File: config.mk
export PLATFORM = sky130hd
export DESIGN_NAME = rv_core_lite
export DESIGN_NICKNAME = d
export VERILOG_FILES = /design/src/verilog/rv_core_pkg.sv /design/src/verilog/core_clk_gating.sv /design/src/verilog/hart_sequencer.sv /design/src/verilog/interrupt_unit.sv /design/src/verilog/rv_core_lite.sv
export SDC_FILE = /design/constraint.sdc
export NUM_CORES = 1
export LEC_CHECK = 0
export ABC_CLOCK_PERIOD_IN_PS = 3850
export BUFFER_PORTS_ARGS = -buffer_cell sky130_fd_sc_hd__buf_2
export CAP_MARGIN = 20
export CORE_ASPECT_RATIO = 1.4
export CORE_MARGIN = 2
export CORE_UTILIZATION = 56
export DETAILED_ROUTE_END_ITERATION = 10
export GPL_ROUTABILITY_DRIVEN = 0
export HOLD_SLACK_MARGIN = 0.08
export PLACE_DENSITY = 0.82
export RECOVER_POWER = 100
export SLEW_MARGIN = 20
export SYNTH_ARGS = -nofsm -noshare
export SYNTH_HDL_FRONTEND = slang
export SYNTH_SLANG_ARGS = --single-unit
File: constraint.sdc
create_clock -name CLK -period 3.85 [get_ports CLK]
set_input_delay 0.77 -clock CLK [delete_from_list [all_inputs] [get_ports CLK]]
set_output_delay 0.77 -clock CLK [all_outputs]
set_load 0.01 [all_outputs]
File: src/verilog/rv_core_pkg.sv
package rv_core_pkg;

    // *********************************************************
    // widths with a meaning.
    // *********************************************************

    // instruction word.
    typedef logic [31:0] word_t;
    // pc and fetch address.
    typedef logic [31:0] addr_t;
    // machine time and timer compare.
    typedef logic [63:0] mtime_t;
    // top nibble of an instruction.
    typedef logic [3:0]  opcode_t;
    // low 28 bits of an instruction.
    typedef logic [27:0] imm_t;
    // machine interrupt cause code.
    typedef logic [3:0]  cause_t;
    // bit 0 soft enable, bit 1 timer enable.
    typedef logic [1:0]  mie_t;

    // sequencer states.
    typedef enum logic [1:0] {ST_FETCH, ST_SLEEP, ST_HALTED} seq_state_t;

    // *********************************************************
    // constants.
    // *********************************************************

    localparam addr_t   RESET_PC     = 32'h8000_0000;
    localparam addr_t   TRAP_VECTOR  = 32'h8000_0100;

    // reduced control instruction set.
    localparam opcode_t OP_NOP       = 4'd0;
    localparam opcode_t OP_SET_TIMER = 4'd1;
    localparam opcode_t OP_SET_MIE   = 4'd2;
    localparam opcode_t OP_CLR_TIMER = 4'd3;
    localparam opcode_t OP_WFI       = 4'd4;
    localparam opcode_t OP_HALT      = 4'd5;

    // machine interrupt numbering.
    localparam cause_t  CAUSE_NONE   = 4'd0;
    localparam cause_t  CAUSE_SOFT   = 4'd3;
    localparam cause_t  CAUSE_TIMER  = 4'd7;

    // bit positions inside mie and mip.
    localparam int      MIE_SOFT_BIT  = 0;
    localparam int      MIE_TIMER_BIT = 1;

    // compare value that disables the timer.
    localparam mtime_t  TIMER_OFF    = 64'hFFFF_FFFF_FFFF_FFFF;

endpackage
File: src/verilog/core_clk_gating.sv
`timescale 1ns/100ps

module core_clk_gating (
    input  logic CLK,
    input  logic reset,
    input  logic wfi,
    input  logic irq_pending,
    output logic core_clk_en
);

    // *********************************************************
    // sleep and wake conditions.
    // *********************************************************

    logic sleep_cond;
    logic wake_cond;

    // go to sleep only with nothing pending.
    // a wfi that meets a pending interrupt never gates the core.
    assign sleep_cond = core_clk_en && wfi && !irq_pending;

    // any enabled pending interrupt wakes the core.
    assign wake_cond = !core_clk_en && irq_pending;

    // *********************************************************
    // enable register.
    // *********************************************************

    always_ff @(posedge CLK) begin
        if (reset) begin
            // core runs out of reset.
            core_clk_en <= 1'b1;
        end else if (sleep_cond) begin
            core_clk_en <= 1'b0;
        end else if (wake_cond) begin
            // one edge after pending rises.
            core_clk_en <= 1'b1;
        end
    end

endmodule

File: src/verilog/hart_sequencer.sv
`timescale 1ns/100ps

module hart_sequencer (
    input  logic                 CLK,
    input  logic                 reset,
    input  logic                 core_clk_en,
    output logic                 fetch_req,
    output rv_core_pkg::addr_t   fetch_addr,
    input  rv_core_pkg::word_t   fetch_data,
    input  logic                 fetch_valid,
    input  logic                 irq_pending,
    input  rv_core_pkg::cause_t  irq_cause,
    output rv_core_pkg::opcode_t csr_op,
    output rv_core_pkg::imm_t    csr_imm,
    output logic                 csr_we,
    output logic                 trap_taken,
    output rv_core_pkg::addr_t   pc,
    output rv_core_pkg::cause_t  mcause,
    output logic                 wfi,
    output logic                 halt
);
    import rv_core_pkg::*;

    seq_state_t state;
    // decoded fields of the fetched word.
    opcode_t    opcode;
    imm_t       imm;
    // a fetch completes this cycle.
    logic       fetch_done;
    // opcode goes to the interrupt unit.
    logic       csr_class;

    // *********************************************************
    // decode.
    // *********************************************************

    assign opcode = fetch_data[31:28];
    assign imm    = fetch_data[27:0];

    // fetch is only ever outstanding in ST_FETCH.
    assign fetch_done = core_clk_en && (state == ST_FETCH) && fetch_req && fetch_valid;

    always_comb begin
        case (opcode)
            OP_SET_TIMER,
            OP_SET_MIE,
            OP_CLR_TIMER: csr_class = 1'b1;
            default:      csr_class = 1'b0;
        endcase
    end

    // csr write lands on the execute edge.
    assign csr_op  = opcode;
    assign csr_imm = imm;
    assign csr_we  = fetch_done && csr_class;

    // fetch address is always the current pc.
    // pc holds while a fetch is outstanding.
    assign fetch_addr = pc;

    // *********************************************************
    // control FSM.
    // *********************************************************

    always_ff @(posedge CLK) begin
        if (reset) begin
            state      <= ST_FETCH;
            pc         <= RESET_PC;
            fetch_req  <= 1'b1;
            wfi        <= 1'b0;
            halt       <= 1'b0;
            trap_taken <= 1'b0;
            mcause     <= CAUSE_NONE;
        end else begin
            // single cycle pulse.
            trap_taken <= 1'b0;

            if (core_clk_en) begin
                case (state)
                    ST_FETCH: begin
                        if (fetch_done) begin
                            // execute, then one idle cycle for trap check.
                            fetch_req <= 1'b0;
                            case (opcode)
                                OP_HALT: begin
                                    // pc stays on the halt.
                                    state <= ST_HALTED;
                                    halt  <= 1'b1;
                                end
                                OP_WFI: begin
                                    pc    <= pc + 32'd4;
                                    state <= ST_SLEEP;
                                    wfi   <= 1'b1;
                                end
                                // nop, csr ops and unknown opcodes.
                                default: pc <= pc + 32'd4;
                            endcase
                        end else if (!fetch_req) begin
                            // between fetches. traps only here.
                            fetch_req <= 1'b1;
                            if (irq_pending) begin
                                pc         <= TRAP_VECTOR;
                                mcause     <= irq_cause;
                                trap_taken <= 1'b1;
                            end
                        end
                    end

                    ST_SLEEP: begin
                        // leave once enabled and something is pending.
                        // trap follows in the next cycle.
                        if (irq_pending) begin
                            state <= ST_FETCH;
                            wfi   <= 1'b0;
                        end
                    end

                    // held until reset.
                    ST_HALTED: state <= ST_HALTED;

                    default: state <= ST_FETCH;
                endcase
            end
        end
    end

endmodule

File: src/verilog/interrupt_unit.sv
`timescale 1ns/100ps

module interrupt_unit (
    input  logic                 CLK,
    input  logic                 reset,
    input  rv_core_pkg::mtime_t  mtime,
    input  logic                 soft_int,
    input  rv_core_pkg::opcode_t csr_op,
    input  rv_core_pkg::imm_t    csr_imm,
    input  logic                 csr_we,
    input  logic                 trap_taken,
    output logic                 irq_pending,
    output rv_core_pkg::cause_t  irq_cause
);
    import rv_core_pkg::*;

    // machine timer compare.
    mtime_t mtimecmp;
    // machine interrupt enables.
    mie_t   mie;
    // raw pending bits.
    mie_t   mip;
    // pending and enabled.
    mie_t   irq_active;

    // *********************************************************
    // timer compare register.
    // *********************************************************

    always_ff @(posedge CLK) begin
        if (reset) begin
            mtimecmp <= TIMER_OFF;
        end else if (csr_we) begin
            case (csr_op)
                // relative to the current time, imm zero extended.
                OP_SET_TIMER: mtimecmp <= mtime + mtime_t'(csr_imm);
                OP_CLR_TIMER: mtimecmp <= TIMER_OFF;
                default:      mtimecmp <= mtimecmp;
            endcase
        end
    end

    // *********************************************************
    // interrupt enable register.
    // *********************************************************

    always_ff @(posedge CLK) begin
        if (reset) begin
            mie <= '0;
        end else if (csr_we && (csr_op == OP_SET_MIE)) begin
            // an explicit write beats the trap clear.
            mie <= csr_imm[1:0];
        end else if (trap_taken) begin
            // trap runs with interrupts off.
            mie <= '0;
        end
    end

    // *********************************************************
    // pending bits and cause.
    // *********************************************************

    // software interrupt is a plain level.
    assign mip[MIE_SOFT_BIT] = soft_int;

    // timer fires once time reaches the compare.
    // the all ones compare value never fires.
    assign mip[MIE_TIMER_BIT] = (mtimecmp != TIMER_OFF) && (mtime >= mtimecmp);

    assign irq_active  = mip & mie;
    assign irq_pending = |irq_active;

    // soft has priority over timer.
    always_comb begin
        if (irq_active[MIE_SOFT_BIT]) begin
            irq_cause = CAUSE_SOFT;
        end else if (irq_active[MIE_TIMER_BIT]) begin
            irq_cause = CAUSE_TIMER;
        end else begin
            irq_cause = CAUSE_NONE;
        end
    end

endmodule

File: src/verilog/rv_core_lite.sv
`timescale 1ns/100ps

module rv_core_lite (
    input  logic                CLK,
    input  logic                reset,
    input  rv_core_pkg::mtime_t mtime,
    input  logic                soft_int,
    output logic                fetch_req,
    output rv_core_pkg::addr_t  fetch_addr,
    input  rv_core_pkg::word_t  fetch_data,
    input  logic                fetch_valid,
    output rv_core_pkg::addr_t  pc,
    output rv_core_pkg::cause_t mcause,
    output logic                trap_taken,
    output logic                wfi,
    output logic                halt
);
    import rv_core_pkg::*;

    // clock enable for the sequencer.
    logic    core_clk_en;

    // interrupt unit to sequencer.
    logic    irq_pending;
    cause_t  irq_cause;

    // sequencer to interrupt unit.
    opcode_t csr_op;
    imm_t    csr_imm;
    logic    csr_we;

    // *********************************************************
    // blocks.
    // *********************************************************

    // sleeps on wfi, wakes on pending.
    core_clk_gating i_core_clk_gating (
        .CLK         (CLK),
        .reset       (reset),
        .wfi         (wfi),
        .irq_pending (irq_pending),
        .core_clk_en (core_clk_en)
    );

    // timer, enables and cause.
    interrupt_unit i_interrupt_unit (
        .CLK         (CLK),
        .reset       (reset),
        .mtime       (mtime),
        .soft_int    (soft_int),
        .csr_op      (csr_op),
        .csr_imm     (csr_imm),
        .csr_we      (csr_we),
        .trap_taken  (trap_taken),
        .irq_pending (irq_pending),
        .irq_cause   (irq_cause)
    );

    // free running clock, qualified by the enable.
    hart_sequencer i_hart_sequencer (
        .CLK         (CLK),
        .reset       (reset),
        .core_clk_en (core_clk_en),
        .fetch_req   (fetch_req),
        .fetch_addr  (fetch_addr),
        .fetch_data  (fetch_data),
        .fetch_valid (fetch_valid),
        .irq_pending (irq_pending),
        .irq_cause   (irq_cause),
        .csr_op      (csr_op),
        .csr_imm     (csr_imm),
        .csr_we      (csr_we),
        .trap_taken  (trap_taken),
        .pc          (pc),
        .mcause      (mcause),
        .wfi         (wfi),
        .halt        (halt)
    );

endmodule

Word level (Yosys, flattened, before mapping)
Cells that the tools add are included.
Storage, ports and cells
  bits in latches: 0
  word-level logic and storage cells: 81
  register bits after elaboration: 109
  bits of input ports: 100
  ROM bits: 0
  memories kept: 0
  memory bits (writable): 0
  output and inout port bits: 72
Operators by class
  shift operators: 0
  equality and inequality tests: 14
  $add $sub $neg: 2
  multipliers: 0
  reductions and logical operators: 27
  magnitude comparators: 1
  div/mod/pow operators: 0
  bitwise gates (word level): 5
  multiplexer cells: 22
Operator list (count)
  two-way mux 32 bit: 4
  case mux 64 bit (2 select lines): 1
  adder 64 x 28 -> 64 bit: 1
  >= comparator 64 bit: 1
  inequality test 64 bit, second input constant: 1
  adder 32 x 3 -> 32 bit, second input constant: 1
  AND reduction 5 bit: 3
  nonzero test 2 bit: 5
  logical AND 1 bit: 9
  equality test 4 x 2 -> 1 bit, second input constant: 2
  equality test 4 x 3 -> 1 bit, second input constant: 2
  two-way mux 1 bit: 8
  two-way mux 2 bit: 4
  inequality test 2 bit, second input constant: 4
  AND reduction 4 bit: 2
  case mux 2 bit (3 select lines): 1
  OR reduction 5 bit: 1
  equality test 4 x 1 -> 1 bit, second input constant: 1
  two-way mux 4 bit: 1
  NOT 1 bit: 4
  case mux 2 bit (2 select lines): 1
  AND reduction 2 bit: 2
  two-way mux 3 bit: 1
  inequality test 3 bit, second input constant: 1
  9 further kinds: 10

Depth between registers and ports, before layout
  word-level depth: 7
  gate-level depth with buffers: 13
  mapped depth without buffers: 12

Hierarchy
From an unflattened synthesis, not the netlist that was laid out.
Unflattened totals
  cell total of the unflattened synthesis: 1115
  area, all modules: 8662.1 sq um
By module, submodules not included
  interrupt_unit: area an instance 6184.7 sq um, seq. area each 1321.3 sq um, instances 1, cells an instance 813
  hart_sequencer: area an instance 2444.8 sq um, seq. area each 800.8 sq um, instances 1, cells an instance 298
  core_clk_gating: area an instance 32.5 sq um, seq. area each 20.0 sq um, instances 1, cells an instance 4

Worst setup path before layout
No wires, ideal clock.
  path kind: in2reg
  start point: in mtime[0]
  end point: reg i_interrupt_unit.mtimecmp[56]
  setup slack: 0.299 ns
  setup time: 0.074 ns
  arrival: 3.476 ns
  path buffers: 1
  required time: 3.776 ns
  stages: 13
  cell sequence: ha_1 inv_1 fa_1 nand2b_1 a21oi_2 o211ai_2 a2111oi_4 o41a_2 o21ai_2 or3_1 buf_2 or4_1 a31oi_1
Between the ends
  cells in the longest elaborated chain, start to end: 2
RTL lines
  start: declaration: line rv_core_lite.sv:6  | input rv_core_pkg::mtime_t mtime,
  adder 64 x 28 -> 64 bit: line interrupt_unit.sv:36  | OP_SET_TIMER: mtimecmp <= mtime + mtime_t'(csr_imm);
  case mux 64 bit (2 select lines): line interrupt_unit.sv:34  | case (csr_op)
  end signal: assignment: line interrupt_unit.sv:36
  end signal: assignment: line interrupt_unit.sv:38  | default: mtimecmp <= mtimecmp;
  end: declaration: line interrupt_unit.sv:18  | mtime_t mtimecmp;
No other way between the ends.
A chain may end at the register's enable or synchronous reset.

Worst setup path in the final report
Ends and elaborated chain as after synthesis.

==> metrics <==
CP Max Fanout=7; critical path endpoint category=register; slowest stage delay, CP=~0.46 ns; CP max-delay cell=or3_1; Post-synth EDFFs=0; I/O pin count=172; DRT antenna net count=0; Total GRT Usage=28.3%; Placement Cell Area=8920 um^2; first-pass GRT wire length=between 30000 and 40000 um; Yosys top cell area share=about 26%; Yosys reg bits=105; Die Wd=106 um; CP arrival=3.87 ns; CTS resizes=0; ys async rst share=0%; CORE AREA=about 14000 um^2; Row Count=52; Finished Layout Cells=approximately 1400; PwrDens=~290 nW/um^2; # nets final=1375; yosys warns=0; synthesis-to-finish area growth=12.3%; CTS tree=yes; Clock Latency Late Sink=0.35 ns; Finished Cell Area=between 9000 and 10000 um^2; final-layout fill cell count=1385; placed cell count=approximately 1400; VDD IR max=roughly 220 uV; clock skew=0.0109 ns; register area=approximately 2100 um^2; 1st-iter DRT viols=approximately 360; final setup vio count=0; Post-Route WL=between 20000 and 25000 um; DRC=0; fin crit share=between 90% and 100%; status=finished, final reports clean; via density per instance=5.97; distinct cell type count after synthesis=75; CTS sink cnt=~110; Leak=4.48 nW; Rel. slew slack=a little under a third; worst path bufs/invs=2; via count=between 8000 and 9000; Final Critical Period=between 3 and 4 ns; Max Cap Violations=0; clk slew on worst S/H paths=0.08 ns; multi-input logic area=~5300 um^2; total chip power=2.63 mW; die area=approximately 15000 um^2; CTS Buf Count=9; worst-path cell chain=buf_2, ha_1, inv_1, fa_1, nand2b_1, a21oi_2, o211ai_2, a2111oi_4, o41a_2, o21ai_2, or3_1, or4_1, a31oi_1; min-delay worst type=reg2reg; ant diodes=0; initial antenna violation count=1; Hold Fails Final Rpt=0; postcts setup bufs=0; fin. max-slew vios=0; routed length per instance=around 16 um; Syn Area/Cell=around 7.7 um^2; FMAX=between 200 and 300 MHz; RSZ-0062 raised after global routing=false; GRT overflow=0; Final Hold Slack=approximately 0.45 ns; DP HPWL=between 15000 and 20000 um; transition time of the tightest slew-check pin=a little over 1 ns; synthesized area=between 8000 and 9000 um^2; DR pass1 iterations=5; layout cells sized above 1=12.5%; CP required=around 4.1 ns; number of buffers on the longest clock path=2; ys flop type=dfxtp_1; CTS root buf=clkbuf_16; post-synth top area cell=dfxtp_1; Seq/Total Area, Yosys=roughly a quarter; die span in y=about 150 um; IO Port Bufs=166; synth top area cells=dfxtp_1 26%, ha_1 14%, a21oi_1 6.0%; Initial Util=a little under three fifths; Post-Syn Instances=around 1100; # hold bufs at CTS=0; crit-path leading delay family=compound AO/OA/AOI/OAI gates; Setup crit start kind=primary input; H-tree level count=3; Setup CP Type=in2reg; largest net degree at the start of global routing=49; vias in the first global route=around 7800
==> area by class of cell <==
type | count | area share, %
Multi-Input combinational cell | 793 | 58.0
Sequential cell | 105 | 23.1
Timing Repair Buffer | 186 | 9.64
Inverter | 86 | 3.54
Clock buffer | 10 | 2.62
Tap cell | 189 | 2.60
Clock inverter | 6 | 0.549
==> path summary, 6_finish.rpt <==
path / from / end / slack (ns) / cells after the start
max: mtime[0] / i_interrupt_unit.mtimecmp[56] / 0.24 / 13
min: i_core_clk_gating.core_clk_en / i_hart_sequencer.state[1] / 0.45 / 1
max reg2reg: i_core_clk_gating.core_clk_en / i_interrupt_unit.mtimecmp[56] / 0.39 / 8
min reg2reg: i_core_clk_gating.core_clk_en / i_hart_sequencer.state[1] / 0.45 / 1
==> cell families (layout without fill, tap and decap cells) <==
| kind of cell | count (synthesis) | in the layout | synth area share (%) |
|---|---|---|---|
| buf+inv | 161 | 288 | 9.16 |
| simple gates | 354 | 354 | 21.5 |
| compound gates | 288 | 288 | 23.1 |
| other cells | 1 | 5 | 0.0462 |
| xor+xnor | 52 | 52 | 5.61 |
| fa+ha+maj | 94 | 94 | 14.6 |
| flops | 105 | 105 | 25.9 |
==> flip-flops by register name (all words and copies together) (netlist names) <==
name,cells
i_core_clk_gating.core_clk_en,1
i_hart_sequencer.state,2
i_hart_sequencer.mcause,2
i_hart_sequencer.halt,1
i_hart_sequencer.wfi,1
i_hart_sequencer.fetch_addr,30
i_interrupt_unit.mie,2
i_hart_sequencer.trap_taken,1
i_hart_sequencer.fetch_req,1
i_interrupt_unit.mtimecmp,64
==> layout by cell type (no fill, tap or decap), types with 3 or more instances in the layout <==
cell / netlist / routed
a311oi_1: 17 / 17
or4_1: 7 / 7
a21oi_1: 97 / 97
nand2_1: 85 / 85
a31oi_1: 25 / 25
xnor2_1: 43 / 43
o31ai_1: 6 / 6
o211a_1: 4 / 4
and3_1: 14 / 14
clkbuf_16: 0 / 9
o22ai_1: 11 / 11
a21boi_0: 5 / 5
buf_4: 36 / 15
nor4_1: 17 / 17
nor2b_1: 7 / 7
nor3_1: 20 / 20
clkbuf_1: 34 / 72
o21ai_0: 45 / 45
dfxtp_1: 105 / 105
nor2_1: 100 / 100
conb_1: 1 / 5
o21bai_1: 3 / 3
xor2_1: 9 / 9
o21a_1: 5 / 5
and2_1: 8 / 8
inv_1: 85 / 85
or3_1: 6 / 6
o22a_1: 3 / 3
buf_2: 3 / 97
nand4_1: 41 / 41
nand3_1: 23 / 23
a211oi_1: 6 / 6
ha_1: 93 / 93
nor3b_1: 6 / 6
nand2b_1: 6 / 6
a21o_1: 28 / 28
==> metrics by stage <==
| stage | setup slack [ns] | util, % | TNS [ns] |
|---|---|---|---|
| floorplan | 0.299 | - | 0 |
| global placement | 0.0717 | 62.3 | 0 |
| detailed placement | -0.0560 | 62.3 | -0.0914 |
| CTS | 0.281 | 64.4 | 0 |
| global route | 0.0836 | 63.6 | 0 |
| finish | 0.243 | 63.6 | 0 |
==> synthesized netlist by cell type, drive strengths merged (6+ instances only) <==
cell	number
nand4	41
nand2b	6
xor2	9
o31ai	7
nor3	20
a211oi	6
a31oi	25
nor2b	7
a311oi	17
ha	93
nor2	101
and3	15
nor3b	6
nand2	86
clkbuf	34
nor4	17
and2	8
dfxtp	105
o22ai	11
o21ai	47
xnor2	43
inv	85
buf	41
a21oi	99
or4	7
a21o	28
or3	7
nand3	24
==> power by group <==
group,internal (mW),leakage [nW],total (mW),switching (mW)
clock,0.465,0.141,0.895,0.430
sequential,1.11,0.851,1.13,0.0201
combinational,0.250,3.49,0.613,0.364
total,1.82,4.48,2.63,0.814
==> worst reg2reg max path: stages, from the launching register on <==
cell      delay [ns]
dfxtp_1         0.34
inv_1           0.08
nor3_1          0.36
and3_1          0.39
and3_1          0.20
clkbuf_1        0.66
and3_1          0.27
clkbuf_2        0.78
a31oi_1         0.21
==> routing by layer <==
metal,up-vias,global-route usage (%),share of wire [%]
li1,4023,-,-
met1,3856,33.3,40
met2,273,52.0,52
met3,50,3.39,5.1
met4,0,10.8,3.2
met5,-,0,0
Note: power is estimated with default switching activity, not from simulation.
